--- src/logic/soc_pkg.sv ---
`default_nettype none

package soc_pkg;

    typedef logic [63:0] xlen_t;     // data and address word
    typedef logic [31:0] inst_t;     // instruction word
    typedef logic [4:0]  reg_idx_t;  // register index
    typedef logic [11:0] csr_addr_t; // csr address

    // one request per cycle, enables valid for that cycle only
    typedef struct packed {
        xlen_t address;
        xlen_t write_data;
        logic  read_enable;
        logic  write_enable;
    } bus_req_t;

    typedef enum logic [1:0] {
        run,       // executing ir
        bubble,    // squashing words fetched before a redirect
        load_wait  // load data returning
    } core_state_t;

    // memory map, region picked by address bits above region_bits
    localparam xlen_t ram_base = 64'h0000_0000_1000_0000;
    localparam xlen_t key_base = 64'h0000_0000_2000_0000;
    localparam xlen_t art_base = 64'h0000_0000_2000_0008; // same region as keys
    localparam int region_bits = 4;                       // addr[31:28]

    localparam logic [6:0] op_lui    = 7'b0110111;
    localparam logic [6:0] op_opimm  = 7'b0010011;
    localparam logic [6:0] op_load   = 7'b0000011;
    localparam logic [6:0] op_store  = 7'b0100011;
    localparam logic [6:0] op_system = 7'b1110011;

    localparam inst_t nop_inst  = 32'h0000_0013; // addi x0, x0, 0
    localparam inst_t mret_inst = 32'h3020_0073;

    localparam csr_addr_t csr_mstatus = 12'h300;
    localparam csr_addr_t csr_mie     = 12'h304;
    localparam csr_addr_t csr_mtvec   = 12'h305;
    localparam csr_addr_t csr_mepc    = 12'h341;
    localparam csr_addr_t csr_mcause  = 12'h342;
    localparam csr_addr_t csr_mip     = 12'h344;

    localparam xlen_t cause_meint = 64'h8000_0000_0000_000b; // interrupt bit + code 11

endpackage

`default_nettype wire

--- src/logic/bus_decoder.sv ---
`timescale 1ns/100ps
`default_nettype none

module bus_decoder import soc_pkg::*; #(
    parameter int ram_words = 256
) (
    input  logic     clk,
    input  logic     reset,
    input  bus_req_t bus_req,
    output xlen_t    read_data,
    output bus_req_t ram_req,
    output bus_req_t io_req,
    input  xlen_t    ram_rdata,
    input  xlen_t    io_rdata
);

    localparam int region_lsb = 32 - region_bits;       // lowest region select bit
    localparam int ram_span   = $clog2(ram_words) + 3;  // byte address bits in ram

    logic ram_sel, io_sel;
    logic ram_read_q, io_read_q; // where last cycle's read went

    // upper word must be zero too, plus nothing past the end of ram
    assign ram_sel = bus_req.address[63:region_lsb] == ram_base[63:region_lsb]
                     && bus_req.address[region_lsb-1:ram_span] == '0;
    assign io_sel  = bus_req.address[63:region_lsb] == key_base[63:region_lsb];

    always_comb begin
        ram_req              = bus_req;
        ram_req.read_enable  = bus_req.read_enable && ram_sel;
        ram_req.write_enable = bus_req.write_enable && ram_sel;
        io_req               = bus_req;
        io_req.read_enable   = bus_req.read_enable && io_sel;
        io_req.write_enable  = bus_req.write_enable && io_sel;
    end

    always_ff @(posedge clk or negedge reset) begin
        if (!reset) begin
            ram_read_q <= 1'b0;
            io_read_q  <= 1'b0;
        end else begin
            ram_read_q <= ram_req.read_enable;
            io_read_q  <= io_req.read_enable;
        end
    end

    // unmapped reads return zero
    assign read_data = ram_read_q ? ram_rdata : io_read_q ? io_rdata : '0;

    a_one_region: assert property (@(posedge clk) disable iff (!reset)
        $onehot0({ram_req.read_enable, ram_req.write_enable,
                  io_req.read_enable, io_req.write_enable}));

endmodule

`default_nettype wire

--- config.mk ---
export PLATFORM = sky130hd
export DESIGN_NAME = bus_decoder
export DESIGN_NICKNAME = d
export VERILOG_FILES = /design/src/logic/soc_pkg.sv /design/src/logic/bus_decoder.sv
export SDC_FILE = /design/constraint.sdc
export NUM_CORES = 1
export LEC_CHECK = 0
export ABC_CLOCK_PERIOD_IN_PS = 1100
export BUFFER_PORTS_ARGS = -buffer_cell sky130_fd_sc_hd__buf_4
export CELL_PAD_IN_SITES_DETAIL_PLACEMENT = 1
export CELL_PAD_IN_SITES_GLOBAL_PLACEMENT = 2
export CORE_AREA = 4 4 223 225
export CTS_CLUSTER_SIZE = 28
export DETAILED_ROUTE_END_ITERATION = 7
export DIE_AREA = 0 0 227 229
export GPL_ROUTABILITY_DRIVEN = 1
export PLACE_DENSITY_LB_ADDON = 0.1
export SYNTH_ARGS = -nofsm -noshare
export SYNTH_HDL_FRONTEND = slang
export SYNTH_SLANG_ARGS = --single-unit
--- constraint.sdc ---
create_clock -name clk -period 1.1 [get_ports clk]
set_input_delay 0.055 -clock clk [delete_from_list [all_inputs] [get_ports clk]]
set_output_delay 0.055 -clock clk [all_outputs]
set_load 0.005 [all_outputs]
## Word-level counts from Yosys, hierarchy flattened

Cells that the tools add are included.

- Memory bits (read-only): 0
- Bits in writable memories: 0
- Bits in registers: 2
- Logic and storage cells: 12
- Output and inout bits: 324
- Memories: 0
- Bits in latches: 0

- Eq/ne operators: 2
- Reductions and logical operators: 6
- Bitwise gates (word level): 0
- Magnitude comparators: 0
- Multiply operators: 0
- $add $sub $neg: 0
- Shift-type cells: 0
- Divide/modulo/power cells: 0
- Multiplexer cells: 2

Operators by type and width:

| kind | count |
|---|---|
| $mux 64 | 2 |
| $eq 36x1->1 const B | 1 |
| $eq 36x2->1 const B | 1 |
| $logic_not 17->1 | 1 |
| $logic_and 1x1->1 | 5 |

## Longest topological paths before layout

- Word-level depth: 3
- Depth in mapped cells: 4
- Mapped depth without buffers: 4

## Least setup slack after synthesis

No wires, ideal clock.

- Kind: register -> output
- Start point: register ram_read_q
- End point: output read_data[21]
- Setup slack: -29 ps
- Required time: 1045 ps
- Path buffers: 2
- Cell stages (with the launch flop): 5
- Data arrival time: 1074 ps
- Path through: dfrtp_1 -> nor2b_1 -> buf_2 -> clkbuf_1 -> a22o_1

- Cells in the longest elaborated chain, start to end: 1

Ends and longest elaborated chain:

| item | RTL line | RTL |
|---|---|---|
| start: declaration | bus_decoder.sv:21 | `logic ram_read_q, io_read_q;` |
| start signal: assignment | bus_decoder.sv:42 | `ram_read_q <= ram_req.read_enable;` |
| $mux 64 | bus_decoder.sv:48 | `assign read_data = ram_read_q ? ram_rdata : io_read_q ? io_rdata : '0;` |
| end: declaration | bus_decoder.sv:10 | `output xlen_t read_data,` |

Every way passes these cells.

## Worst setup path in the final report

- Start point: register ram_read_q
- End point: output read_data[45]

Same word-level chain as after synthesis.

==> out/summary.txt <==
Status: finished, violations left
Failing checks: setup timing
# diodes: 0
Internal power: 0.00132 W
CP Cell Sequence: nor2b_4 > buf_12 > buf_12 > buf_12 > a22o_1 > buf_6
First-pass DRT Iterations: 3
Max VDD drop: 0.300 mV
Number of global-route vias before repair: 3457
CTS buffer count: 3
Crit-path max FO: 8
Critical path depth: 6
Synth unique cells: 18
Clock buffer depth: 2
EDFF count, synth: 0
Crit path capture type: primary output
Top-area cell type share of the netlist area: 69.4%
Sequential share of power: 4.3%
Net Sw Frac: 24.2%
Mapped Area: 0.00277 mm^2
P per Cell Area: 315 mW/mm^2
Type of origin of the critical path: register
Critical Path End: read_data[45]
Leakage: 2.68 nW
Via count: 3062
# nets final: 803
Yosys warns: 0
Max Cap Violations: 0
Min Hold Slack: 0.110 ns
# rows: 80
Main area contributors after synthesis: buf_4, a22o_1, nor4_1, dfrtp_1, clkbuf_1
Hold Vio Cnt, Final: 0
CTS clock-pin slew for the worst setup and hold paths: 0.03 ns
DRT iter0 DRCs: 31
Slew headroom: 77.4%
Htree depth: 1
CP delay by family, top: buffers and inverters
CTS tree: built
First-pass GRT wire length: 22.8 mm
Critical Path RT: 1.04 ns
Most used DFF post-synth: dfrtp_1
Post-Route WL: 17.8 mm
DRC Markers: 0
Placed cells: 1135
Fraction of registers with async set/reset: 100%
I/O Pins: 584
Core Util, Final: 11.6%
Final setup viols: 70
Placer Congestion: 0.745
DP Worst Slack: -1.05 ns
Slew at the pin with the worst max-slew slack: 0.336 ns
CP dominant cell by count: buf_12
WP buf/inv: 4
Crit path DAT: 1.54 ns
Share of cells above drive strength 1: 85.6%
Tmin final: 1.59 ns
Post-route ant nets: 0
Largest net degree at the start of global routing: 25
GR Util All Layers: 5.67%
Critical path type: reg2out
Delay of the slowest critical-path stage: 0.44 ns
RSZ-0062 raised after global routing: true
Via density: 2.65
Worst Setup SP: ram_read_q
Post-Syn Instances: 365
Final Non-Filler Cells: 1157
Initial core utilization: 5.82%
Die Height: 229 um
Die width: 227 um
GRT overflow: 0
Routed len/inst: 15.4 um
Max Freq: 628 MHz
PortBufs: 358
Die Area: 0.0520 mm^2
Slowest cell on crit path: dfrtp_2
Synth area leader: buf_4
Clk pwr share: 32.5%
Seq/Total Area, Yosys: 1.81%
Slew Viols, Final: 0
P&R area growth vs syn: 99.4%
Number of synthesized register bits: 2
Net Count, Synth: 625
Period utilization: 145%
Psw: 0.000421 W
Detailed-placement wirelength estimate: 15.0 mm
CTS Sinks: 2
Combinational fraction of design power: 63.2%
Hold Path Class: in2out
Setup ws final: -0.493 ns
Initial antenna violation count: 0
Root Buffer: clkbuf_16
Syn avg cell area: 7.58 um^2
Area of the core: 0.0475 mm^2
==> worst min path at each step <==
stage,startpoint,to,slack (ns),cells past startpoint
detailed placement,reset,io_read_q,-0.16,1
global route,bus_req[55],io_req[55],0.11,0
floorplan,reset,io_read_q,-0.24,0
global placement,reset,io_read_q,-0.16,1
finish,bus_req[69],io_req[69],0.11,0
CTS,bus_req[2],ram_req[2],0.11,0
==> power groups by stage <==
| stage | Sequential (W) | Clock (W) | Combinational (W) |
|---|---|---|---|
| after floorplan | 0.0000749 | 0 | 0.000767 |
| after global placement | 0.0000749 | 0 | 0.00110 |
| after detailed placement | 0.0000749 | 0 | 0.00109 |
| after CTS | 0.0000741 | 0.000574 | 0.00112 |
| after global routing | 0.0000741 | 0.000594 | 0.00119 |
| final | 0.0000741 | 0.000566 | 0.00110 |
==> per-layer routing <==
metal,track usage [%],up-vias,wire length [um]
met4,0.794,0,131
met3,3.37,12,2720
met2,10.7,337,9250
li1,-,1350,-
met1,5.36,1363,5700
met5,0,-,0
==> timing repair <==
item,CTS,global route
gates resized for setup,54,24
hold buffers,1,0
setup endpoints to repair,70,70
pin swaps,12,14
gates cloned,3,6
setup buffers,9,6
hold endpoints to repair,2,0
==> placed cells by master (no fill, tap or decap), drive strengths merged <==
| cell type | Yosys | layout |
|---|---|---|
| o21ai | 1 | 1 |
| and3b | 2 | 2 |
| nand4 | 2 | 2 |
| and2 | 2 | 2 |
| dlygate4sd3 | 0 | 1 |
| a22o | 63 | 63 |
| inv | 2 | 2 |
| buf | 261 | 438 |
| nand3 | 1 | 1 |
| nor4 | 14 | 14 |
| clkbuf | 9 | 8 |
| nor2 | 1 | 1 |
| dfrtp | 2 | 2 |
| nor4b | 1 | 1 |
| nor2b | 1 | 1 |
| nand2 | 3 | 3 |
==> per-stage QoR <==
step / power, W / setup TNS [ns] / area (um^2)
final: 0.00174 / -27.23 / 5520
after global placement: 0.00117 / -16.87 / 4840
after detailed placement: 0.00117 / -15.40 / 4840
after floorplan: 0.000841 / -1.14 / 2770
after global routing: 0.00186 / -32.40 / 5520
after CTS: 0.00177 / -26.77 / 5320
==> cell usage after synthesis, types with 2 or more instances <==
| master | instances |
|---|---|
| inv_1 | 2 |
| clkbuf_1 | 9 |
| a22o_1 | 63 |
| nor4_1 | 13 |
| nand4_1 | 2 |
| and2_2 | 2 |
| nand2_1 | 3 |
| and3b_1 | 2 |
| buf_4 | 256 |
| buf_2 | 4 |
| dfrtp_1 | 2 |
==> cell type report <==
cell class / instances / area (um^2)
clock buffer: 4 / 78.8
multi-input combinational: 91 / 882
timing repair buffer: 443 / 3730
tap: 615 / 769
fill: 5659 / 42000
sequential: 2 / 51.3
inverter: 2 / 7.51
==> state kept, by name (all words and copies together) (netlist names) <==
register    flops
io_read_q       1
ram_read_q      1
==> cell families after synthesis <==
kind of cell,count (synthesis),share of synthesized area [%]
AND/OR/NAND/NOR,27,6.28
AO/OA/AOI/OAI,64,20.1
flip-flops,2,1.81
buffers and inverters,272,71.8
Note: power is estimated with default switching activity, not from simulation.
