===== src/logic/soc_pkg.sv =====
`default_nettype none

package soc_pkg;

    typedef logic [63:0] xlen_t;     // data and address word
    typedef logic [31:0] inst_t;     // instruction word
    typedef logic [4:0]  reg_idx_t;  // register index
    typedef logic [11:0] csr_addr_t; // csr address

    // one request per cycle, enables valid for that cycle only
    typedef struct packed {
        xlen_t address;
        xlen_t write_data;
        logic  read_enable;
        logic  write_enable;
    } bus_req_t;

    typedef enum logic [1:0] {
        run,       // executing ir
        bubble,    // squashing words fetched before a redirect
        load_wait  // load data returning
    } core_state_t;

    // memory map, region picked by address bits above region_bits
    localparam xlen_t ram_base = 64'h0000_0000_1000_0000;
    localparam xlen_t key_base = 64'h0000_0000_2000_0000;
    localparam xlen_t art_base = 64'h0000_0000_2000_0008; // same region as keys
    localparam int region_bits = 4;                       // addr[31:28]

    localparam logic [6:0] op_lui    = 7'b0110111;
    localparam logic [6:0] op_opimm  = 7'b0010011;
    localparam logic [6:0] op_load   = 7'b0000011;
    localparam logic [6:0] op_store  = 7'b0100011;
    localparam logic [6:0] op_system = 7'b1110011;

    localparam inst_t nop_inst  = 32'h0000_0013; // addi x0, x0, 0
    localparam inst_t mret_inst = 32'h3020_0073;

    localparam csr_addr_t csr_mstatus = 12'h300;
    localparam csr_addr_t csr_mie     = 12'h304;
    localparam csr_addr_t csr_mtvec   = 12'h305;
    localparam csr_addr_t csr_mepc    = 12'h341;
    localparam csr_addr_t csr_mcause  = 12'h342;
    localparam csr_addr_t csr_mip     = 12'h344;

    localparam xlen_t cause_meint = 64'h8000_0000_0000_000b; // interrupt bit + code 11

endpackage

`default_nettype wire


===== src/logic/csr_file.sv =====
`timescale 1ns/100ps
`default_nettype none

module csr_file import soc_pkg::*; (
    input  logic      clk,
    input  logic      reset,
    input  csr_addr_t csr_addr,
    input  xlen_t     csr_wdata,
    input  logic      csr_write,
    output xlen_t     csr_rdata,
    input  logic      irq,
    input  xlen_t     trap_pc,
    output logic      take_trap,
    output xlen_t     trap_target,
    input  logic      do_mret,
    output xlen_t     return_target
);

    logic  mstatus_mie; // mstatus bit 3
    logic  mie_meie;    // mie bit 11
    xlen_t mtvec, mepc, mcause;

    assign take_trap     = irq && mstatus_mie && mie_meie;
    assign trap_target   = {mtvec[63:2], 2'b00}; // direct mode only
    assign return_target = mepc;

    always_comb begin
        case (csr_addr)
            csr_mstatus: csr_rdata = {60'b0, mstatus_mie, 3'b0};
            csr_mie:     csr_rdata = {52'b0, mie_meie, 11'b0};
            csr_mip:     csr_rdata = {52'b0, irq, 11'b0};  // meip follows the line
            csr_mtvec:   csr_rdata = mtvec;
            csr_mepc:    csr_rdata = mepc;
            csr_mcause:  csr_rdata = mcause;
            default:     csr_rdata = '0;
        endcase
    end

    always_ff @(posedge clk or negedge reset) begin
        if (!reset) begin
            mstatus_mie <= 1'b0;
            mie_meie    <= 1'b0;
            mtvec       <= '0;
            mepc        <= '0;
            mcause      <= '0;
        end else if (take_trap) begin
            mepc        <= trap_pc;
            mcause      <= cause_meint;
            mstatus_mie <= 1'b0; // no nesting
        end else if (do_mret) begin
            mstatus_mie <= 1'b1;
        end else if (csr_write) begin
            case (csr_addr)
                csr_mstatus: mstatus_mie <= csr_wdata[3];
                csr_mie:     mie_meie    <= csr_wdata[11];
                csr_mtvec:   mtvec       <= csr_wdata;
                csr_mepc:    mepc        <= csr_wdata;
                csr_mcause:  mcause      <= csr_wdata;
                default:     ;           // mip and unknown csrs ignore writes
            endcase
        end
    end

endmodule

`default_nettype wire


===== src/logic/rv_core.sv =====
`timescale 1ns/100ps
`default_nettype none

module rv_core import soc_pkg::*; #(
    parameter xlen_t reset_pc = '0
) (
    input  logic     clk,
    input  logic     reset,
    input  inst_t    instruction, // rom answer to last cycle's pc
    output xlen_t    pc,
    output bus_req_t bus_req,
    input  xlen_t    read_data,
    input  logic     irq,
    output logic     irq_ack,
    output logic     heartbeat
);

    inst_t       ir;
    core_state_t state;
    logic        drain;      // first of two squash cycles
    logic        fetch_live; // rom output lines up with pc
    reg_idx_t    ld_rd;      // load destination, ir moves on before data returns
    xlen_t       regs [32];

    logic [6:0] opcode;
    logic [2:0] funct3;
    reg_idx_t   rd, rs1, rs2;
    xlen_t      imm_i, imm_s, imm_u;
    xlen_t      rs1_val, rs2_val;
    logic       is_lui, is_addi, is_ld, is_sd, is_csrrw, is_mret;
    logic       run_gate, exec;

    xlen_t csr_rdata, trap_target, return_target;
    logic  take_trap;

    assign opcode = ir[6:0];
    assign rd     = ir[11:7];
    assign funct3 = ir[14:12];
    assign rs1    = ir[19:15];
    assign rs2    = ir[24:20];

    assign imm_i = {{52{ir[31]}}, ir[31:20]};
    assign imm_s = {{52{ir[31]}}, ir[31:25], ir[11:7]};
    assign imm_u = {{32{ir[31]}}, ir[31:12], 12'b0};

    assign rs1_val = (rs1 == '0) ? '0 : regs[rs1]; // x0 reads as zero
    assign rs2_val = (rs2 == '0) ? '0 : regs[rs2];

    // anything else falls through as a no-op
    assign is_lui   = opcode == op_lui;
    assign is_addi  = opcode == op_opimm && funct3 == 3'b000;
    assign is_ld    = opcode == op_load && funct3 == 3'b011;
    assign is_sd    = opcode == op_store && funct3 == 3'b011;
    assign is_csrrw = opcode == op_system && funct3 == 3'b001;
    assign is_mret  = ir == mret_inst;

    assign run_gate = state == run;
    assign exec     = run_gate && !take_trap; // trap wins over ir

    csr_file u_csr (
        .clk           (clk),
        .reset         (reset),
        .csr_addr      (ir[31:20]),
        .csr_wdata     (rs1_val),
        .csr_write     (exec && is_csrrw),
        .csr_rdata     (csr_rdata),
        .irq           (irq && run_gate),   // only sampled while running
        .trap_pc       (pc - 64'd8),        // ir address, not yet executed
        .take_trap     (take_trap),
        .trap_target   (trap_target),
        .do_mret       (exec && is_mret),
        .return_target (return_target)
    );

    // requests straight from execute, slaves act at the closing edge
    always_comb begin
        bus_req = '0;
        if (exec && is_ld) begin
            bus_req.address     = rs1_val + imm_i;
            bus_req.read_enable = 1'b1;
        end else if (exec && is_sd) begin
            bus_req.address      = rs1_val + imm_s;
            bus_req.write_data   = rs2_val;
            bus_req.write_enable = 1'b1;
        end
    end

    // fetch register
    always_ff @(posedge clk or negedge reset) begin
        if (!reset) begin
            ir         <= nop_inst;
            fetch_live <= 1'b0;
            heartbeat  <= 1'b0;
        end else begin
            heartbeat  <= ~heartbeat;
            fetch_live <= 1'b1;
            if (!fetch_live)
                ir <= nop_inst;        // rom still answers reset pc from reset
            else if (state != load_wait)
                ir <= instruction;     // in load_wait ir already holds the next word
        end
    end

    // execute sequencing and pc steering
    always_ff @(posedge clk or negedge reset) begin
        if (!reset) begin
            state   <= run;
            drain   <= 1'b0;
            pc      <= reset_pc;
            irq_ack <= 1'b0;
            ld_rd   <= '0;
        end else begin
            pc      <= pc + 64'd4;
            irq_ack <= 1'b0;
            case (state)
                run: begin
                    if (take_trap) begin
                        pc      <= trap_target;
                        irq_ack <= 1'b1;
                        state   <= bubble;
                        drain   <= 1'b1;
                    end else if (is_mret) begin
                        pc    <= return_target;
                        state <= bubble;
                        drain <= 1'b1;
                    end else if (is_ld) begin
                        pc    <= pc;           // one slot lost to the load
                        ld_rd <= rd;
                        state <= load_wait;
                    end
                end
                bubble: begin
                    // two stale words in flight, rom output and ir
                    drain <= 1'b0;
                    if (!drain)
                        state <= run;
                end
                load_wait: state <= run;
                default:   state <= run;
            endcase
        end
    end

    // register file write port
    always_ff @(posedge clk) begin
        if (state == load_wait) begin
            if (ld_rd != '0)
                regs[ld_rd] <= read_data;
        end else if (exec && rd != '0) begin
            if (is_lui)
                regs[rd] <= imm_u;
            else if (is_addi)
                regs[rd] <= rs1_val + imm_i;
            else if (is_csrrw)
                regs[rd] <= csr_rdata; // old csr value
        end
    end

    a_one_enable: assert property (@(posedge clk) disable iff (!reset)
        !(bus_req.read_enable && bus_req.write_enable));

    a_ack_from_run: assert property (@(posedge clk) disable iff (!reset)
        irq_ack |-> $past(state == run && irq));

endmodule

`default_nettype wire


===== config.mk =====
export PLATFORM = sky130hd
export DESIGN_NAME = rv_core
export DESIGN_NICKNAME = d
export VERILOG_FILES = /design/src/logic/soc_pkg.sv /design/src/logic/csr_file.sv /design/src/logic/rv_core.sv
export SDC_FILE = /design/constraint.sdc
export NUM_CORES = 2
export LEC_CHECK = 0
export ABC_AREA = 1
export BUFFER_PORTS_ARGS = -buffer_cell sky130_fd_sc_hd__buf_2
export CORE_MARGIN = 2
export CORE_UTILIZATION = 30
export CTS_BUF_LIST = sky130_fd_sc_hd__clkbuf_4 sky130_fd_sc_hd__clkbuf_8 sky130_fd_sc_hd__clkbuf_16
export DETAILED_ROUTE_END_ITERATION = 8
export GPL_ROUTABILITY_DRIVEN = 1
export PLACE_DENSITY_LB_ADDON = 0.3
export SETUP_SLACK_MARGIN = 0.4
export SYNTH_ARGS = -nofsm -noshare
export SYNTH_HDL_FRONTEND = slang
export SYNTH_HIERARCHICAL = 1
export SYNTH_SLANG_ARGS = --single-unit

===== constraint.sdc =====
create_clock -name clk -period 11.6 [get_ports clk]
set_input_delay 2.32 -clock clk [delete_from_list [all_inputs] [get_ports clk]]
set_output_delay 2.32 -clock clk [all_outputs]
set_load 0.02 [all_outputs]

Word-level counts from Yosys, hierarchy flattened
Memory sizes are Yosys's and may differ from the RTL's.
Cells that the tools add are included.
Storage, ports and cells
  register bits after elaboration: 301
  latch bits: 0
  RAM bits: 2048
  bits in read-only memories: 0
  bits of input ports: 99
  memories: 1
Memories
  regs: words 32, bits a word 64, read ports 2, clocked after memory_dff 0, wr ports 1, RTL line rv_core.sv:23  | xlen_t regs [32];
Operators by class
  add/subtract/negate cells: 4
  multipliers: 0
  divide/modulo/power cells: 0
  order comparisons: 0
  equal/unequal tests: 23
  shift-type cells: 0
  mux-type cells: 60
  bitwise logic cells: 6
  reductions and logical operators: 35
Operators by type and width (number)
  64-bit 2-to-1 mux: 19
  64-bit case mux with 6 select lines: 1
  64-bit adder: 2
  128-bit 2-to-1 mux: 1
  12-bit by 10-bit equality test with 1-bit output (second input constant): 6
  64-bit by 3-bit adder with 64-bit output (second input constant): 1
  32-bit 2-to-1 mux: 2
  64-bit OR reduction: 1
  64-bit by 4-bit subtractor with 64-bit output (second input constant): 1
  32-bit by 30-bit equality test with 1-bit output (second input constant): 1
  1-bit 2-to-1 mux: 30
  7-bit by 6-bit equality test with 1-bit output (second input constant): 2
  1-bit logical AND: 13
  4-bit AND reduction: 3
  5-bit logical NOT: 2
  5-bit nonzero test: 2
  2-bit 2-to-1 mux: 4
  4-bit by 3-bit inequality test with 1-bit output (second input constant): 2
  2-bit nonzero test: 4
  7-bit by 2-bit equality test with 1-bit output (second input constant): 1
  7-bit by 5-bit equality test with 1-bit output (second input constant): 1
  7-bit equality test (second input constant): 1
  2-bit inequality test (second input constant): 3
  2-bit AND reduction: 3
  16 further kinds: 22

Logic depth before layout (Yosys ltp)
  depth after elaboration: 14
  mapped depth: 29
  depth with buffers taken out: 25

Hierarchy
Netlist, hierarchy kept.
Modules (own cells, without submodules)
  rv_core: instances 1, cells an instance 13090, area an instance 116357.8 µm², seq. area each 64180.3 µm²
  csr_file: instances 1, cells an instance 1381, area an instance 10281.1 µm², seq. area each 4854.7 µm²

Worst setup path before layout
Ideal clock, no wire load.
  path kind: input-to-reg
  start point: input port irq
  end point: memory regs[13][0] in the netlist's numbering (enable)
  arrival time: 6.909 ns
  required time: 11.113 ns
  path slack: 4.205 ns
  cell stages on the path: 18
  path buffers: 2
  cell sequence: inv_1 -> nor2_1 -> nand3_2 -> inv_1 -> buf_2 -> buf_2 -> inv_1 -> nand2_1 -> inv_2 -> nand2_1 -> inv_2 -> nand2_4 -> inv_4 -> nor2_2 -> a21oi_4 -> inv_1 -> nand3_4 -> nor2_1
On the way
  longest elaborated chain between the ends: 13
  elaborated cells on any way between the ends: 20
Ends and longest elaborated chain
  start: declaration: RTL line rv_core.sv:13  | input logic irq,
  1-bit logical AND *: RTL line rv_core.sv:67  | .irq (irq && run_gate),
  1-bit logical AND * (2 in series): RTL line csr_file.sv:23  | assign take_trap = irq && mstatus_mie && mie_meie;
  net take_trap: RTL line rv_core.sv:34  | logic take_trap;
  1-bit logical NOT *: RTL line rv_core.sv:58  | assign exec = run_gate && !take_trap;
  1-bit logical AND *: RTL line rv_core.sv:58
  1-bit logical AND *: RTL line rv_core.sv:149  | end else if (exec && rd != '0) begin
  1-bit 2-to-1 mux: RTL line rv_core.sv:149
  1-bit 2-to-1 mux: RTL line rv_core.sv:146  | if (state == load_wait) begin
  1-bit 2-to-1 mux (on tied branches): RTL line rv_core.sv:151, rv_core.sv:153
  1-bit bitwise OR (no source line)
  1-bit bitwise OR (no source line) *
  64-bit OR reduction (no source line)
  5-bit 2-to-1 mux (no source line) or 1-bit 2-to-1 mux (tied branches)
  end: declaration: RTL line rv_core.sv:23
Mark *: on every way through the listed nets, which the timed path passes. The rest lies on a longest branch.

==> impl_metrics.ini <==
[cts]
hold_buffers = 0
cts_root_buf = clkbuf_16
cts_tree = built
clk_pin_slew_ns = 0.06
numCtsBuffers = 276
cts.repair.resized = 0
worstSkewPairLatency_ns = 0.92
cts_buffer_depth = 4
postCtsSetupBuffers = 0
clkSinkCount = 2349
htreeDepth = 5

[synthesis]
synth-xor-area-share_pct = 0.8299
yosysSeqAreaShare_pct = 54.51
synth_fa_ha_area_share_pct = 0.7331
ys_types = 70
yosysWarningCount = 6
synth_mux_area_share_pct = 0
synth_cells = 14471
ys.flop_type = edfxtp_1
synthSimpleGateAreaFrac_pct = 17.52
synth_top_family_by_area = compound AO/OA/AOI/OAI gates
synth_area_sq_um = 126600
synth-seq-cells = 2349
synth-compound-area-share_pct = 19.39
synthArstFlopShare_pct = 12.81
syn_area_per_cell_sq_um = 8.751
synth_edf_count = 2048

[timing]
setup_tns_ns = 0
hold_violations = 0
hold-worst-slack_ns = 0.4159
max_freq_mhz = 91.39
period_needed_ns = 10.94
tightestPinTransition_ns = 1.431
drv_slew = 0
rsz0062_at_grt = false
finClkSkew_ns = 0.06942
maxSlewHeadroom_pct = 4.239
setup_viol = 0
period_share_pct = 94.33

[final_layout]
nFillCells = 43055
nNetsFinal = 14483
drive_gt1_share_pct = 8.747
syn2layout_area_growth_pct = 12.91

[setup_path]
end_kind = output port
critPathSlowestCell = o21ai_0
critPathKind = reg2out
regToRegStartpoint = ir[19]
cp.required_ns = 9.28
critPathMaxFanout = 41
worstPathCellList = inv_1 > nand2_1 > nor2_1 > nand2_1 > inv_4 > buf_4 > buf_4 > a31oi_2 > ha_1 > nand2_1 > nor2_1 > nand4_1 > nand3_1 > nand2_1 > nand2_1 > nand2_1 > o21ai_0 > nor2_1 > o21ai_0 > buf_2
start_kind = flop
arrival_ns = 8.62
cp_common_cell = nand2_1
worst_r2r_path_depth = 19
slowest_delay_ns = 0.96
rrSetupSlack_ns = 3.19
r2r-end = regs[24][20]

[floorplanning]
row_count = 238
ios = 295
die_y_microns = 653.7
start_util_pct = 30.14
core_area_sq_um = 420200
fp.dieW_microns = 653.7
dieArea_sq_um = 427300

[hold_path]
holdPathStages = 1
min_path_type = reg2reg
hold_end = heartbeat
min_from = heartbeat

[global_routing]
grt_pass1_vias = 105871
grt_max_degree = 165
antenna_found_initial = 40
grt_usage_pct = 26.24
grt_overflow = 0
grt_pass1_wl_microns = 809900

[route]
drc_errors = 0
vias = 115618
vias_per_cell = 5.727
drtPass1Iterations = 8
drt-initial-drc-count = 18072
wire_per_inst_microns = 28.87
totalWireLength_microns = 582900
detail-route-antenna-nets = 0

[power_and_ir_drop]
p_comb_share_pct = 13.6
vdd_ir_drop_max_uv = 107.5
p_int_uw = 15030
power_per_cell_area_nw_per_um2 = 147.0
seqPwrFrac_pct = 45.1
p_clk_share_pct = 41.3
switchingPower_uw = 5987
p_sw_share_pct = 28.49
power_leakage_uw = 0.05268

[placement]
place_hpwl_microns = 357300
gp_congestion = 0.9913
io_buffers = 294

[flow_run]
drv_cap = 0

[outcome]
status = finished, final reports clean
==> layer usage <==
metal | GRT usage (%) | vias to the layer above | part of all wire, %
li1 | - | 50474 | -
met1 | 34.77 | 56396 | 39
met2 | 39.82 | 7337 | 43
met3 | 5.584 | 1403 | 11
met4 | 14.50 | 8 | 6.4
met5 | 0 | - | 0.0098
==> worst max-delay path: cells and delay by family, from the launching register on <==
family          cells  cell delay [ns]
compound gates      3             1.45
fa+ha+maj           1             0.59
buf+inv             5             2.65
flops               1             0.68
simple gates       11             2.23
==> logic make-up after synthesis <==
kind of cell    Yosys count
fa+ha+maj                73
compound gates         4459
simple gates           5363
xor+xnor                120
other cells               3
buf+inv                2104
flops                  2349
==> area by class of cell <==
class | instances | area, sq um | area share, %
inverters | 982 | 3750 | 2.623
multi-input cells | 10082 | 49670 | 34.73
flip-flops and latches | 2349 | 69070 | 48.31
repair buffers | 620 | 4579 | 3.203
well taps | 5640 | 7057 | 4.935
clock buffers | 344 | 7589 | 5.307
diodes | 29 | 72.57 | 0.05075
clock inverters | 142 | 1199 | 0.8383
==> power groups by stage <==
stage / combinational, uW / sequential (uW) / clock, uW
finish: 2850 / 9480 / 8680
global route: 3040 / 9480 / 9080
CTS: 2770 / 9470 / 8740
detailed placement: 2760 / 9650 / 0
global placement: 2760 / 9650 / 0
floorplan: 1600 / 9600 / 0
==> flip-flops by register name, summed over array words and instances (netlist names) <==
| name | cells |
|---|---|
| drain | 1 |
| fetch_live | 1 |
| heartbeat | 1 |
| ir | 32 |
| irq_ack | 1 |
| ld_rd | 5 |
| pc | 64 |
| regs | 2048 |
| state | 2 |
| u_csr/mcause | 64 |
| u_csr/mie_meie | 1 |
| u_csr/mstatus_mie | 1 |
| u_csr/mtvec | 64 |
| u_csr/return_target | 64 |
==> cells in the mapped netlist, types with 9 or more instances <==
master / count / share of area, %
o311ai_0: 39 / 0.27
o21ai_1: 54 / 0.21
inv_2: 18 / 0.053
nand3_1: 1056 / 4.2
nor4_1: 10 / 0.049
ha_1: 71 / 0.70
edfxtp_1: 2048 / 49
nor2_4: 10 / 0.089
or2_2: 12 / 0.059
xnor2_1: 22 / 0.15
buf_6: 18 / 0.16
buf_2: 323 / 1.3
o21a_1: 11 / 0.065
clkbuf_2: 9 / 0.036
o221ai_1: 24 / 0.17
nand2_2: 9 / 0.044
xor2_1: 98 / 0.68
dfrtp_1: 298 / 5.9
o31ai_1: 25 / 0.15
nor2_1: 1382 / 4.1
o311ai_1: 11 / 0.076
a211oi_1: 26 / 0.15
o2111ai_1: 28 / 0.19
a221o_1: 12 / 0.095
nand3b_1: 13 / 0.077
o211ai_1: 340 / 2.0
a41oi_1: 45 / 0.31
nand2_1: 2689 / 8.0
nor2_2: 12 / 0.059
inv_1: 959 / 2.8
nand4_1: 71 / 0.35
clkbuf_1: 577 / 1.7
a22oi_1: 15 / 0.089
o21ai_0: 2438 / 9.6
a21oi_1: 1047 / 4.1
buf_4: 113 / 0.67
and2_1: 12 / 0.059
o22ai_1: 184 / 0.91
buf_1: 82 / 0.24
a31oi_1: 110 / 0.54
nor3_1: 61 / 0.24
o21bai_1: 18 / 0.11
==> cells in the final DEF, fill, tap and decap left out, types with 98 or more instances in the layout <==
| cell type | count |
|---|---|
| nand3_1 | 1055 |
| o211ai_1 | 340 |
| buf_4 | 274 |
| o21ai_0 | 2429 |
| o22ai_1 | 184 |
| a21oi_1 | 1006 |
| dfrtp_1 | 287 |
| inv_1 | 953 |
| nand2_1 | 2687 |
| a31oi_1 | 99 |
| clkbuf_16 | 284 |
| xor2_1 | 98 |
| edfxtp_1 | 2048 |
| buf_2 | 293 |
| nor2_1 | 1347 |
==> worst max-delay path by stage <==
stage                 from           end  slack (ns)
CTS                 ir[19]  bus_req[118]        0.89
finish              ir[19]  bus_req[118]        0.66
global route        ir[19]  bus_req[118]        0.66
global placement    ir[19]  bus_req[118]        1.97
detailed placement  ir[19]  bus_req[118]        1.92
floorplan              irq   regs[13][0]        4.20
==> per-stage QoR <==
stage | std cells | cell area, sq um | power (uW) | util [%] | setup slack, ns
global placement | 19673 | 134100 | 12410 | 31.92 | 1.968
global route | 20174 | 143000 | 21600 | 34.02 | 0.6632
detailed placement | 19673 | 134100 | 12410 | 31.92 | 1.917
floorplan | 14535 | 126900 | 11200 | - | 4.205
finish | 20188 | 143000 | 21020 | 34.03 | 0.6583
CTS | 20159 | 142900 | 20990 | 34.01 | 0.8928
No activity file was read; power rests on OpenSTA's default activity.
