$ cat config.mk
export PLATFORM = sky130hd
export DESIGN_NAME = io_regs
export DESIGN_NICKNAME = d
export VERILOG_FILES = /design/src/logic/soc_pkg.sv /design/src/logic/io_regs.sv
export SDC_FILE = /design/constraint.sdc
export NUM_CORES = 1
export LEC_CHECK = 0
export BUFFER_PORTS_ARGS = -buffer_cell sky130_fd_sc_hd__clkbuf_2
export CAP_MARGIN = 20
export CORE_AREA = 3 3 82 84
export DETAILED_ROUTE_END_ITERATION = 7
export DIE_AREA = 0 0 85 87
export SLEW_MARGIN = 15
export SYNTH_ARGS = -nofsm -noshare
export SYNTH_HDL_FRONTEND = slang
export SYNTH_SLANG_ARGS = --single-unit
$ cat constraint.sdc
create_clock -name clk -period 1 [get_ports clk]
set_clock_uncertainty 0.15 [all_clocks]
set_input_delay 0.05 -clock clk [delete_from_list [all_inputs] [get_ports clk]]
set_output_delay 0.05 -clock clk [all_outputs]
set_load 0.01 [all_outputs]
$ cat src/logic/soc_pkg.sv
`default_nettype none

package soc_pkg;

    typedef logic [63:0] xlen_t;     // data and address word
    typedef logic [31:0] inst_t;     // instruction word
    typedef logic [4:0]  reg_idx_t;  // register index
    typedef logic [11:0] csr_addr_t; // csr address

    // one request per cycle, enables valid for that cycle only
    typedef struct packed {
        xlen_t address;
        xlen_t write_data;
        logic  read_enable;
        logic  write_enable;
    } bus_req_t;

    typedef enum logic [1:0] {
        run,       // executing ir
        bubble,    // squashing words fetched before a redirect
        load_wait  // load data returning
    } core_state_t;

    // memory map, region picked by address bits above region_bits
    localparam xlen_t ram_base = 64'h0000_0000_1000_0000;
    localparam xlen_t key_base = 64'h0000_0000_2000_0000;
    localparam xlen_t art_base = 64'h0000_0000_2000_0008; // same region as keys
    localparam int region_bits = 4;                       // addr[31:28]

    localparam logic [6:0] op_lui    = 7'b0110111;
    localparam logic [6:0] op_opimm  = 7'b0010011;
    localparam logic [6:0] op_load   = 7'b0000011;
    localparam logic [6:0] op_store  = 7'b0100011;
    localparam logic [6:0] op_system = 7'b1110011;

    localparam inst_t nop_inst  = 32'h0000_0013; // addi x0, x0, 0
    localparam inst_t mret_inst = 32'h3020_0073;

    localparam csr_addr_t csr_mstatus = 12'h300;
    localparam csr_addr_t csr_mie     = 12'h304;
    localparam csr_addr_t csr_mtvec   = 12'h305;
    localparam csr_addr_t csr_mepc    = 12'h341;
    localparam csr_addr_t csr_mcause  = 12'h342;
    localparam csr_addr_t csr_mip     = 12'h344;

    localparam xlen_t cause_meint = 64'h8000_0000_0000_000b; // interrupt bit + code 11

endpackage

`default_nettype wire

$ cat src/logic/io_regs.sv
`timescale 1ns/100ps
`default_nettype none

module io_regs import soc_pkg::*; (
    input  logic       clk,
    input  logic       reset,
    input  bus_req_t   req,
    output xlen_t      rdata,
    input  logic [7:0] key_data,
    output logic [7:0] art_data,
    output logic       art_valid
);

    logic [7:0] key_q; // sampled key byte
    logic       key_hit, art_hit;

    assign key_hit = req.address == key_base;
    assign art_hit = req.address == art_base;

    always_ff @(posedge clk) begin
        key_q <= key_data;
        rdata <= (req.read_enable && key_hit) ? {56'b0, key_q} : '0;
        if (req.write_enable && art_hit)
            art_data <= req.write_data[7:0]; // low byte only, held till next store
    end

    always_ff @(posedge clk or negedge reset) begin
        if (!reset)
            art_valid <= 1'b0;
        else
            art_valid <= req.write_enable && art_hit; // one cycle per store
    end

endmodule

`default_nettype wire

Yosys cells after proc, flatten, opt, wreduce, memory -nomap -nowiden
Cells that the tools add are included.
{ "totals": {"memories": 0, "output_inout_bits": 73, "ram_bits": 0, "elab_cells": 9, "reg_bits": 81, "latch_bits": 0, "mem_bits_ro": 0} }
{ "classes": {"addsub": 0, "reduce_logical": 2, "multipliers": 0, "shift": 0, "magnitude_cmp": 0, "muxes": 0, "bitwise": 0, "n_eq_ne": 2, "div": 0} }
{ "op_table": {"columns": ["operator", "n"], "rows": [
  ["== test 64 x 30 -> 1 bit (second input constant)", 2],
  ["logical AND 1 bit", 2]
]} }

Depth between registers and ports, before layout
Gate-level depths: netlist of the first run.
{ "logic_depth": {"depth_word": 2, "mapped_depth": 4, "ltp_nobuf": 4} }

Least setup slack after synthesis of the first run
OpenSTA, ideal clock, no wires.
{ "synth_timing": {"path_kind": "in2reg", "startpoint": "input req[74] (netlist bit)", "endpoint": "register art_data[0], enable pin", "setup_time_ns": 0.335, "cell_stages": 4, "n_path_buf": 0, "slack_ns": -0.706, "arrival_time_ns": 1.220, "cell_sequence": "nor4_1 -> nand4_1 -> nor4_4 -> and3_1"} }
{ "synth_between": {"elab_chain_len": 2} }
{ "synth_rtl": {"columns": ["item", "line_no", "rtl"], "rows": [
  ["from (decl)", "io_regs.sv:7", "input bus_req_t req,"],
  ["== test 64 x 30 -> 1 bit", "io_regs.sv:18", "assign art_hit = req.address == art_base;"],
  ["logical AND 1 bit", "io_regs.sv:23", "if (req.write_enable && art_hit)"],
  ["to (signal assigned)", "io_regs.sv:24", "art_data <= req.write_data[7:0];"],
  ["to (decl)", "io_regs.sv:10", "output logic [7:0] art_data,"]
]} }
Every way passes these cells.
A chain may end at the register's enable or synchronous reset.

Worst setup path after layout of the first run
{ "layout_timing": {"startpoint": "input req[66] (netlist bit)", "endpoint": "register art_data[3], enable pin"} }
Same word-level chain as after synthesis.

==> impl.org, run 1 <==
** Status
- Outcome :: complete, but fails checks
- Violations in the final reports :: hold timing, setup timing

** Final layout
- The final layout contains 378 nets.
- Summing all non-filler instances in the final layout gives an area of 1959 µm².
- 0 antenna diodes ended up in the layout.
- Of the cells placed in the final design, the portion with a size suffix greater than 1 is 0.4979.
- Most common cell after layout, fill and taps aside :: sky130_fd_sc_hd__clkbuf_2
- Once layout is complete, the utilization of the core stands at 0.3271.
- Most frequent cells in the layout :: 99 x sky130_fd_sc_hd__clkbuf_2, 56 x sky130_fd_sc_hd__conb_1, 18 x sky130_fd_sc_hd__dlygate4sd3_1, 16 x sky130_fd_sc_hd__dfxtp_1, 8 x sky130_fd_sc_hd__edfxtp_1
- Layout overhead on the synthesized area :: 59.80%

** Clock tree
- TritonCTS clock tree :: done
- CTS saw 25 sinks.
- TritonCTS created 3 clock buffers.
- Clock-pin slew of the registers on the worst-case setup and hold paths :: 0.08 ns
- Buffers inserted to repair hold after CTS numbered 18.
- Clock tree synthesis selected as its root buffer the cell sky130_fd_sc_hd__clkbuf_8.
- Source-to-sink clock delay at the later pin of the worst-skew pair :: 0.25 ns
- The clock passes through at most 2 buffers.
- CTS built an H-tree with a depth of 1.

** STA
- Setup violations remaining at the end of the flow were counted as 17.
- For the finished layout, the period the worst path requires is 1.470 ns.
- Fin. max-slew vios :: 0
- Of the available clock period, the critical path in the final layout requires 1.470.
- Final Hold Violating Endpoints :: 1
- RSZ-0062 raised after global routing :: yes
- Crit path setup slack, layout :: -0.4698 ns
- Peak clock frequency supported by timing :: 680.4 MHz
- Final hold analysis gives a worst-case slack of -0.03767 ns.

** Setup path
- The largest single stage delay on the critical path is 0.39 ns.
- STA puts the critical path data arrival time at 1.29 ns.
- Critical path class :: input port to register
- In this run the critical register-to-register path is launched from key_q[1].
- Traced cell by cell, the critical path runs through clkbuf_2 -> nor4_2 -> nand4_1 -> nor4_4 -> and3_4.
- In this run the worst path has a maximum fanout of 5.
- Critical Path Source Type :: input port
- In this run the worst setup path begins at req[66].
- Worst-path cell with the longest stage delay :: sky130_fd_sc_hd__nor4_4
- STA classifies the critical path endpoint as a register.
- STA puts the critical path data required time at 0.82 ns.

** Pwr
- The share of total power dissipated in combinational logic is 0.187.
- Share of power burned in the clock network :: 0.279
- Design internal power :: 0.001528 W
- Power spread over the standard cell area amounts to 1017 nW/µm².
- The worst-case IR drop observed on VDD is 0.6265 mV.
- Of the total power, registers draw 0.535.
- Switching Power :: 0.0004655 W
- Lkg Pwr :: 1.023 nW
- Switching part of the total :: 0.2336

** Drt
- Across all layers, the routed design uses 1097 vias.
- For this run, the detailed router's first-pass iteration total came to 2.
- Dividing the detail-routed via count by the number of cells gives 3.516.
- Final ANT Viol Nets :: 0
- For this run, design rule violations remaining after detail routing come to 0.
- Overall routed net length :: 3297 µm
- After detailed routing, the average wire length per cell comes to 10.57 µm.
- For this block, the initial DRC count from the detailed router was 23.

** Logic synthesis
- Post-Syn Area :: 1226 µm²
- Count of state elements after synthesis :: 25
- Each instance of the synthesized netlist takes up on average 10.85 µm².
- Mapped Cells :: 113
- Distinct cell type count after synthesis :: 13
- Yosys warns :: 0
- Of the synthesized area, sequential elements account for 0.4776.

** Place
- Detailed placement ended at an HPWL of 2865 µm.
- Routability-driven placement finished with a final weighted congestion of 0.6137.
- I/O Buffers :: 100
- Cell area after placement :: 1684 µm²

** Floorplanning
- Starting density of the core :: 0.2047
- The core region is 5991 µm².
- From left edge to right edge, the die measures 85 µm.
- I/O pin cnt :: 213
- Die outline area :: 7395 µm²
- Measured along the y axis, the die boundary spans 87 µm.
- In this run the core area contains 28 standard-cell rows.

** Global route
- Across every metal layer, demand over resource in global routing totals 0.07236.
- The first global-routing pass estimated 4298 µm of wire.
- Antenna violations before repair :: 0
- Maximum number of pins on one net before global-route repair :: 14
- Summed over all layers, the global routing overflow is 0.
- The number of global-route vias before repair is 967.

** Min path
- In this run the most critical hold path is launched from req[0].
- The path class of the tightest hold or removal check is input port to register.

** Flow run
- Across the run, the number of max-cap violations was 0.
synthesized netlist by cell type:
library cell	number	area, µm²
sky130_fd_sc_hd__nor4_2	1	12.51
sky130_fd_sc_hd__nor3_1	1	5.000
sky130_fd_sc_hd__nor4_4	1	21.27
sky130_fd_sc_hd__conb_1	1	3.750
sky130_fd_sc_hd__nor4b_1	1	8.760
sky130_fd_sc_hd__buf_4	56	420.4
sky130_fd_sc_hd__and3_1	9	56.30
sky130_fd_sc_hd__nor4_1	13	81.33
sky130_fd_sc_hd__dfxtp_1	16	320.3
sky130_fd_sc_hd__nand4_1	4	25.02
sky130_fd_sc_hd__edfxtp_1	8	240.2
sky130_fd_sc_hd__nor2b_1	1	6.260
sky130_fd_sc_hd__dfrtp_1	1	25.02
power groups by stage:
stage	clock network, W	registers [W]	logic (W)
floorplan	0	0.00109	0.000276
global placement	0	0.00109	0.000297
detailed placement	0	0.00109	0.000299
CTS	0.000573	0.00107	0.000356
global route	0.000604	0.00107	0.000405
finish	0.000556	0.00107	0.000372
per-layer routing:
layer / wire length, µm / share of wire / vias to the layer above / GRT usage
met1: 1093 / 0.33 / 467 / 0.07963
met3: 486 / 0.15 / 2 / 0.01608
met4: 17 / 0.0052 / 0 / 0.01727
met2: 1699 / 0.52 / 94 / 0.1398
li1: - / - / 534 / -
met5: 0 / 0 / - / 0
worst max-delay path, delay by kind of cell:
kind | cells | cell delay, ns
simple gates | 4 | 1.16
buf+inv | 1 | 0.08
final cells by class:
class,instances,area (µm²)
Clock buffer,4,45.04
Fill cell,630,4031
Multi-Input combinational cell,88,533.0
Sequential cell,25,585.6
Tap cell,75,93.84
Timing Repair Buffer,120,701.9
state kept, by name, summed over array words and instances, names as in the netlist:
register	flops
rdata	8
art_data	8
key_q	8
art_valid	1
repair_timing:
action | in CTS | in global routing
pin swaps | 2 | 7
endpoints found under the hold margin | 18 | 1
buffers inserted | 1 | 0
endpoints found under the setup margin | 17 | 18
gates resized for setup | 1 | 6
cloned | 0 | 1
stage by stage:
step	setup TNS [ns]	cells	worst slack (ns)	power (W)	hold WS, ns
6_report	-6.266	312	-0.4698	0.001993	-0.03767
5_1_grt	-8.536	312	-0.5943	0.002076	-0.05601
3_5_place_dp	-12.10	289	-0.8324	0.001388	-0.3159
2_1_floorplan	-6.947	168	-0.5883	0.001364	-0.3956
3_3_place_gp	-12.09	289	-0.8289	0.001386	-0.3175
4_1_cts	-7.220	311	-0.5372	0.001994	-0.01917
kinds of logic (layout without fill, tap and decap cells):
logic type,after synthesis,in the layout,synth area share
DFF,25,25,0.4775
other,1,56,0.003058
buffers and inverters,56,124,0.3429
and+or+nand+nor,31,32,0.1765
path summary, 6_finish.rpt:
check | slack, ns | cells after the start | endpoint
max | -0.47 | 5 | art_data[3]
min | -0.04 | 2 | art_valid
max reg2reg | 0.29 | 1 | rdata[1]
min reg2reg | 0.31 | 1 | rdata[6]
max in group asynchronous | 0.13 | 3 | art_valid
min in group asynchronous | 0.47 | 3 | art_valid
Power figures use the tool's default switching activity.
==> inputs of run 2 (changes only) <==
--- a/config.mk
+++ b/config.mk
@@ -10,6 +10,7 @@
 export CORE_AREA = 3 3 82 84
 export DETAILED_ROUTE_END_ITERATION = 7
 export DIE_AREA = 0 0 85 87
+export RECOVER_POWER = 25
 export SLEW_MARGIN = 15
 export SYNTH_ARGS = -nofsm -noshare
 export SYNTH_HDL_FRONTEND = slang
==> constraint.sdc (replaced) <==
create_clock -name clk -period 1 [get_ports clk]
set_clock_uncertainty 0.15 [all_clocks]
set_input_delay 0.1 -clock clk [delete_from_list [all_inputs] [get_ports clk]]
set_output_delay 0.1 -clock clk [all_outputs]
set_load 0.01 [all_outputs]
==> impl.org, run 2 (synthesis gave the netlist of run 1 again) <==
** Final layout
- Most frequent cells in the layout :: 97 x sky130_fd_sc_hd__clkbuf_2, 56 x sky130_fd_sc_hd__conb_1, 18 x sky130_fd_sc_hd__dlygate4sd3_1, 15 x sky130_fd_sc_hd__dfxtp_1, 9 x sky130_fd_sc_hd__nor4_1
- The number of nets at the end of the flow came to 376 (-0.53%).
- Antenna cell count :: 0 (unchanged)
- Layout overhead on the synthesized area :: 56.12%
- Utilization after layout :: 0.3195 (-0.007519)
- Registers with the most flip-flops :: art_data x8, key_q x8, rdata x8
- Count of non-filler cells in the finished layout :: 310 (-0.64%)
- The fraction of layout cells with a size suffix above 1 came to 0.4851 (-0.01278).
- The library cell used most frequently in the layout, excluding fill and tap cells, is sky130_fd_sc_hd__clkbuf_2.

** Clock tree
- Clock-pin slew of the registers on the worst-case setup and hold paths :: 0.08 ns (about the same)
- The clock insertion delay at the later pin of the skew report is 0.26 ns (about the same).
- TritonCTS clock tree :: done
- The number of buffers created by CTS is 3 (unchanged).
- H-tree depth :: 1 (unchanged)
- Total clock sinks :: 25 (unchanged)
- The maximum clock insertion buffer count was 2 (unchanged).
- The tree is rooted in a sky130_fd_sc_hd__clkbuf_8.

** STA
- Setup repair after global routing could not meet its margin everywhere.
- Hold slack :: 0.02678 ns (+0.06445 ns)
- The achievable frequency is 669.5 MHz (-1.6%).
- The number of pins with negative max-slew slack in the final report is 0 (unchanged).
- The slack of the critical path is -0.4937 ns (-0.02391 ns).
- Endpoints failing setup :: 24 (+7)
- Post-route minimum period :: 1.494 ns (+0.02391 ns)
- Period utilization :: 1.494 (+0.02391)
- The sum of negative setup slack came to -6.520 ns (-0.2533 ns).
- Final Hold Violating Endpoints :: 0 (-1)

** Pwr
- The part of the total power dissipated in combinational logic was 0.181 (-0.006).
- The proportion of total power due to net switching came to 0.2321 (-0.001430).
- The internal power contribution was 0.001522 W (-0.34%).
- Power density over the cells :: 1036 nW/µm² (+1.8%)
- Power share of the sequential group :: 0.537 (+0.002)
- Final total power :: 0.001983 W (-0.52%)
- The clock power share was 0.282 (+0.003).
- Lkg Pwr :: 1.013 nW (-0.94%)
- Largest voltage drop on the vdd net :: 0.6590 mV (+5.2%)
- Switching Power :: 0.0004603 W (-1.1%)

** Floorplanning
- Starting density of the core :: 0.2047 (unchanged)
- Cell Rows :: 28 (unchanged)
- The width of the die was 85 µm (unchanged).
- Die extent in y :: 87 µm (unchanged)
- The die area came to 7395 µm² (unchanged).
- I/O pin cnt :: 213 (unchanged)
- Area inside the core boundary :: 5991 µm² (unchanged)

** Setup path
- The critical path is of the input port to register type.
- Arrival time reported for the critical path endpoint :: 1.31 ns (+0.02 ns)
- STA classifies the critical path endpoint as a register.
- The required time reported for the critical path endpoint is 0.82 ns (about the same).
- Biggest fanout along the worst timing path :: 9 (+4)
- Critical Path Source Type :: input port

** Status
- Violations in the final reports :: setup timing
- The run finished, with violations left.

** Drt
- The via count is 1099 (+0.18%).
- Number of vias per cell :: 3.545 (+0.83%)
- Final ANT Viol Nets :: 0 (unchanged)
- The per-cell routed wire length is 10.46 µm (-0.97%).
- DRC viols :: 0 (unchanged)
- The detailed-route wire length was 3244 µm (-1.6%).
- The number of violations reported at the end of detailed-routing iteration 0 came to 25 (+8.7%).
- Drt pass-1 iters :: 2 (unchanged)

** Global route
- The number of global-route vias before repair came to 1012 (+4.7%).
- The global routing usage summed across all routing layers is 0.07549 (+0.003127).
- Congestion Overflow GR :: 0 (unchanged)
- Global-route wire length before repair :: 4450 µm (+3.5%)
- The initial antenna violation count was 0 (unchanged).
- Maximum number of pins on one net before global-route repair :: 14 (unchanged)

** Flow run
- The max-capacitance violation count came to 0 (unchanged).

** Place
- The number of I/O port buffers was 100 (unchanged).
- GPL Wtd Cong :: 0.6083 (-0.88%)
- Post-DP HPWL :: 2848 µm (-0.57%)
- Cells after DPL :: 288 (-0.35%)

** Min path
- The min-delay analysis places its worst path in the category input port to register.
run 2: what timing repair did:
item	CTS	global route
gates resized for setup	0	5
setup buffers	1	1
pin swaps	2	2
endpoints found under the hold margin	17	0
setup endpoints to repair	26	28
hold buffers	18	0
run 2: critical path: stages:
cell                      delay, ns
sky130_fd_sc_hd__buf_6         0.09
sky130_fd_sc_hd__nor4_4        0.26
sky130_fd_sc_hd__nand4_1       0.20
sky130_fd_sc_hd__nor4_4        0.34
sky130_fd_sc_hd__and3_4        0.30
run 2: metal layers:
layer	wire, µm	vias up	GRT usage
met5	0	-	0
met4	17	0	0.01727
met3	432	2	0.01608
met2	1715	94	0.1518
met1	1079	476	0.07892
li1	-	527	-
run 2: cell type report:
class / instances / area [µm²]
Tap cell: 75 / 93.84
Timing Repair Buffer: 119 / 694.4
Clock buffer: 4 / 45.04
Fill cell: 624 / 4076
Multi-Input combinational cell: 87 / 494.2
Sequential cell: 25 / 586.8
run 2: power by group through the flow:
| stage | registers (W) | clock network [W] | logic, W |
|---|---|---|---|
| 2_1_floorplan | 0.00109 | 0 | 0.000276 |
| 3_3_place_gp | 0.00109 | 0 | 0.000294 |
| 3_5_place_dp | 0.00109 | 0 | 0.000296 |
| 4_1_cts | 0.00107 | 0.000582 | 0.000353 |
| 5_1_grt | 0.00107 | 0.000630 | 0.000394 |
| 6_report | 0.00107 | 0.000559 | 0.000358 |
run 2: worst paths after layout:
check / cells after the start / startpoint / end / slack, ns
setup / recovery: 5 / req[100] / art_data[5] / -0.49
hold / removal: 2 / req[69] / art_valid / 0.03
setup reg to reg: 1 / key_q[1] / rdata[1] / 0.30
hold reg to reg: 1 / key_q[5] / rdata[5] / 0.31
max in group asynchronous: 3 / reset / art_valid / 0.06
min in group asynchronous: 3 / reset / art_valid / 0.54
run 2: through the flow:
step / setup WS, ns / instance area, µm²
4_1_cts: -0.5736 / 1902
3_5_place_dp: -0.8702 / 1677
6_report: -0.4937 / 1914
5_1_grt: -0.5881 / 1914
2_1_floorplan: -0.6383 / 1495
3_3_place_gp: -0.8793 / 1677
==> inputs of run 3 (changes only) <==
--- a/config.mk
+++ b/config.mk
@@ -7,10 +7,10 @@
 export LEC_CHECK = 0
 export BUFFER_PORTS_ARGS = -buffer_cell sky130_fd_sc_hd__clkbuf_2
 export CAP_MARGIN = 20
-export CORE_AREA = 3 3 82 84
+export CORE_AREA = 2 2 83 85
 export DETAILED_ROUTE_END_ITERATION = 7
 export DIE_AREA = 0 0 85 87
-export RECOVER_POWER = 25
+export RECOVER_POWER = 100
 export SLEW_MARGIN = 15
 export SYNTH_ARGS = -nofsm -noshare
 export SYNTH_HDL_FRONTEND = slang
==> impl.org, run 3 (synthesis gave the netlist of run 1 again) <==
** Pwr
- The maximum vdd ir drop came to 0.6797 mV (+3.1%).
- The sequential fraction of design power came to 0.521 (-0.016).
- Lkg Pwr :: 1.038 nW (+2.5%)
- Design internal power :: 0.001533 W (+0.69%)
- The net switching power is 0.0005122 W (+11%).
- The part of the total power dissipated in combinational logic came to 0.194 (+0.013).
- The clock power share was 0.286 (+0.004).
- The power density relative to cell area was 1009 nW/µm² (-2.6%).
- The proportion of total power due to net switching was 0.2505 (+0.01831).

** Min path
- Worst Hold Path EP :: art_valid
- Worst min-delay path startpoint :: req[0]
- The worst hold path belongs to the class input port to register.
- Number of cells on the worst hold path :: 2 (unchanged)

** STA
- Peak clock frequency supported by timing :: 622.8 MHz (-7.0%)
- The hold violation total from the final report came to 0 (unchanged).
- The number of failing setup endpoints in the final timing report was 26 (+8.3%).
- Post-route minimum period :: 1.606 ns (+0.1119 ns)
- Fin. max-slew vios :: 0 (unchanged)
- Crit path setup slack, layout :: -0.6056 ns (-0.1119 ns)
- Setup repair after global routing could not meet its margin everywhere.
- The post-route clock period utilization is 1.606 (+0.1119).
- The sum of negative setup slack was -8.672 ns (-2.152 ns).

** Global route
- Congestion Overflow GR :: 0 (unchanged)
- Global-route wire length before repair :: 4774 µm (+7.3%)
- The number of global-route vias before repair came to 957 (-5.4%).
- The global routing usage summed across all routing layers is 0.08832 (+0.01283).
- The maximum number of pins on one net before global-route repair was 16 (+2).
- The initial antenna violation count was 0 (unchanged).

** Drt
- The number of detailed-routing iterations run before antenna repair was 4 (+2).
- Vias after detailed routing :: 1129 (+2.7%)
- DR WL/cell :: 11.61 µm (+11%)
- The antenna violation net count after detailed routing came to 0 (unchanged).
- DRC viols :: 0 (unchanged)
- Number of vias per cell :: 3.539 (-0.17%)
- Overall routed net length :: 3705 µm (+14%)
- DRC violation total after the first TritonRoute iteration :: 19 (-24%)

** Setup path
- The worst setup path is captured at a register.
- Biggest fanout along the worst timing path :: 5 (-4)
- The slack of the worst reg-to-reg path was 0.30 ns (about the same).
- The required time reported for the critical path endpoint is 0.83 ns (about the same).
- Critical Path Source Type :: input port
- R2R Path End :: rdata[7]
- Cells on worst reg2reg path :: 1 (unchanged)
- The arrival time of the worst setup path was 1.43 ns (+0.12 ns).
- The startpoint identified for the worst register-to-register timing path is key_q[7].
- Critical path class :: input port to register

** Final layout
- Most common cell after layout, fill and taps aside :: sky130_fd_sc_hd__clkbuf_2
- Storage cell area :: 586.8 µm² (unchanged)
- In the final layout, the registers with the most flip-flops are art_data x8, key_q x8, rdata x8.
- The number of antenna repair diodes came to 0 (unchanged).
- The footprint of the multi-input gates is 569.3 µm² (+15%).
- Compared with the post-synthesis result, the final layout area differs by 65.31%.
- Final-stage net count :: 380 (+1.1%)
- The cell area after layout was 2027 µm² (+5.9%).
- Proportion of layout cells with a drive suffix above 1 :: 0.5188 (+0.03372)
- Most frequent cells in the layout :: 95 x sky130_fd_sc_hd__clkbuf_2, 56 x sky130_fd_sc_hd__conb_1, 18 x sky130_fd_sc_hd__dlygate4sd3_1, 15 x sky130_fd_sc_hd__dfxtp_1, 8 x sky130_fd_sc_hd__edfxtp_1
- The count of filler cells inserted in the layout is 673 (+7.9%).

** Place
- GPL Wtd Cong :: 0.7058 (+16%)
- The estimated wirelength of the detail-placed design is 3174 µm (+11%).
- The number of I/O port buffers is 100 (unchanged).
- The cell area after placement is 1705 µm² (+1.7%).

** Status
- Violations in the final reports :: setup timing
- The run finished, with violations left.

** Floorplanning
- The width of the die came to 85 µm (unchanged).
- The die area is 7395 µm² (unchanged).
- The y dimension of the die was 87 µm (unchanged).
- Cell Rows :: 30 (+7.1%)
- Starting density of the core :: 0.1867 (-0.01801)
- Area inside the core boundary :: 6569 µm² (+9.6%)
- The number of top-level pins was 213 (unchanged).

** Clock tree
- Clock Tree Root :: sky130_fd_sc_hd__clkbuf_8
- Source-to-sink clock delay at the later pin of the worst-skew pair :: 0.26 ns (about the same)
- The number of clock sinks seen by CTS was 25 (unchanged).
- TritonCTS clock tree :: done
- Max Root-Sink Buffers :: 2 (unchanged)
- Clock-pin slew of the registers on the worst-case setup and hold paths :: 0.08 ns (about the same)
- The number of buffers created by CTS came to 3 (unchanged).
- The level count of the clock H-tree came to 1 (unchanged).

** Flow run
- The max-capacitance violation count was 0 (unchanged).
[run 3: cell count changes in the layout (fill, tap and decap cells not counted)]
| cell | before | now |
|---|---|---|
| sky130_fd_sc_hd__nor4_4 | 4 | 7 |
| sky130_fd_sc_hd__buf_6 | 1 | 2 |
| sky130_fd_sc_hd__clkbuf_2 | 97 | 95 |
| sky130_fd_sc_hd__clkinvlp_4 | 0 | 1 |
| sky130_fd_sc_hd__buf_4 | 1 | 4 |
| sky130_fd_sc_hd__nor4_2 | 2 | 5 |
| sky130_fd_sc_hd__nor4_1 | 9 | 3 |
| sky130_fd_sc_hd__and3_4 | 2 | 3 |
[run 3: stage by stage]
stage          cells  hold WS [ns]  power, W    util  setup slack (ns)
2_1_floorplan    168       -0.3456  0.001364       -           -0.6383
3_3_place_gp     296       -0.2653  0.001396  0.2596            -1.124
3_5_place_dp     296       -0.2645  0.001397  0.2596            -1.158
4_1_cts          319       0.02585  0.002041  0.2998           -0.6387
5_1_grt          319       0.02253  0.002138  0.3086           -0.6890
6_report         319       0.02064  0.002045  0.3086           -0.6056
[run 3: worst max path at each step]
stage,start,to,slack [ns],cells past startpoint
2_1_floorplan,req[99],art_data[0],-0.64,4
3_3_place_gp,req[73],art_data[5],-1.12,5
3_5_place_dp,req[73],art_data[5],-1.16,5
4_1_cts,req[73],art_data[7],-0.64,5
5_1_grt,req[121],art_data[7],-0.69,5
6_report,req[121],art_data[7],-0.61,5
[run 3: worst max-delay path: stages]
cell and delay, ns:
sky130_fd_sc_hd__buf_6 0.09, sky130_fd_sc_hd__nor4_4 0.28, sky130_fd_sc_hd__nand4_1 0.24, sky130_fd_sc_hd__nor4_4 0.42, sky130_fd_sc_hd__and3_4 0.30
[run 3: routing by layer]
metal	vias to the layer above	global-route usage	share of wire
li1	539	-	-
met1	480	0.09664	0.36
met2	108	0.1619	0.49
met3	2	0.02654	0.15
met4	0	0.03030	0.0065
met5	-	0	0
[run 3: power by group through the flow]
stage | Clock [W] | Combinational (W) | Sequential, W
finish | 0.000585 | 0.000396 | 0.00106
global route | 0.000641 | 0.000430 | 0.00107
CTS | 0.000598 | 0.000377 | 0.00106
detailed placement | 0 | 0.000308 | 0.00109
global placement | 0 | 0.000308 | 0.00109
floorplan | 0 | 0.000276 | 0.00109
[run 3: repair_timing]
action,CTS,global route
cloned,1,0
pin swaps,4,7
gates resized for setup,4,14
hold buffers,18,0
setup endpoints to repair,26,28
endpoints found under the hold margin,17,0
setup buffers,0,1
[run 3: layout make-up]
cell class / instances / share of cell area
Clock buffer: 3 / 0.02037
Clock inverter: 1 / 0.003704
Multi-Input combinational cell: 88 / 0.2809
Sequential cell: 25 / 0.2895
Tap cell: 80 / 0.04938
Timing Repair Buffer: 122 / 0.3562
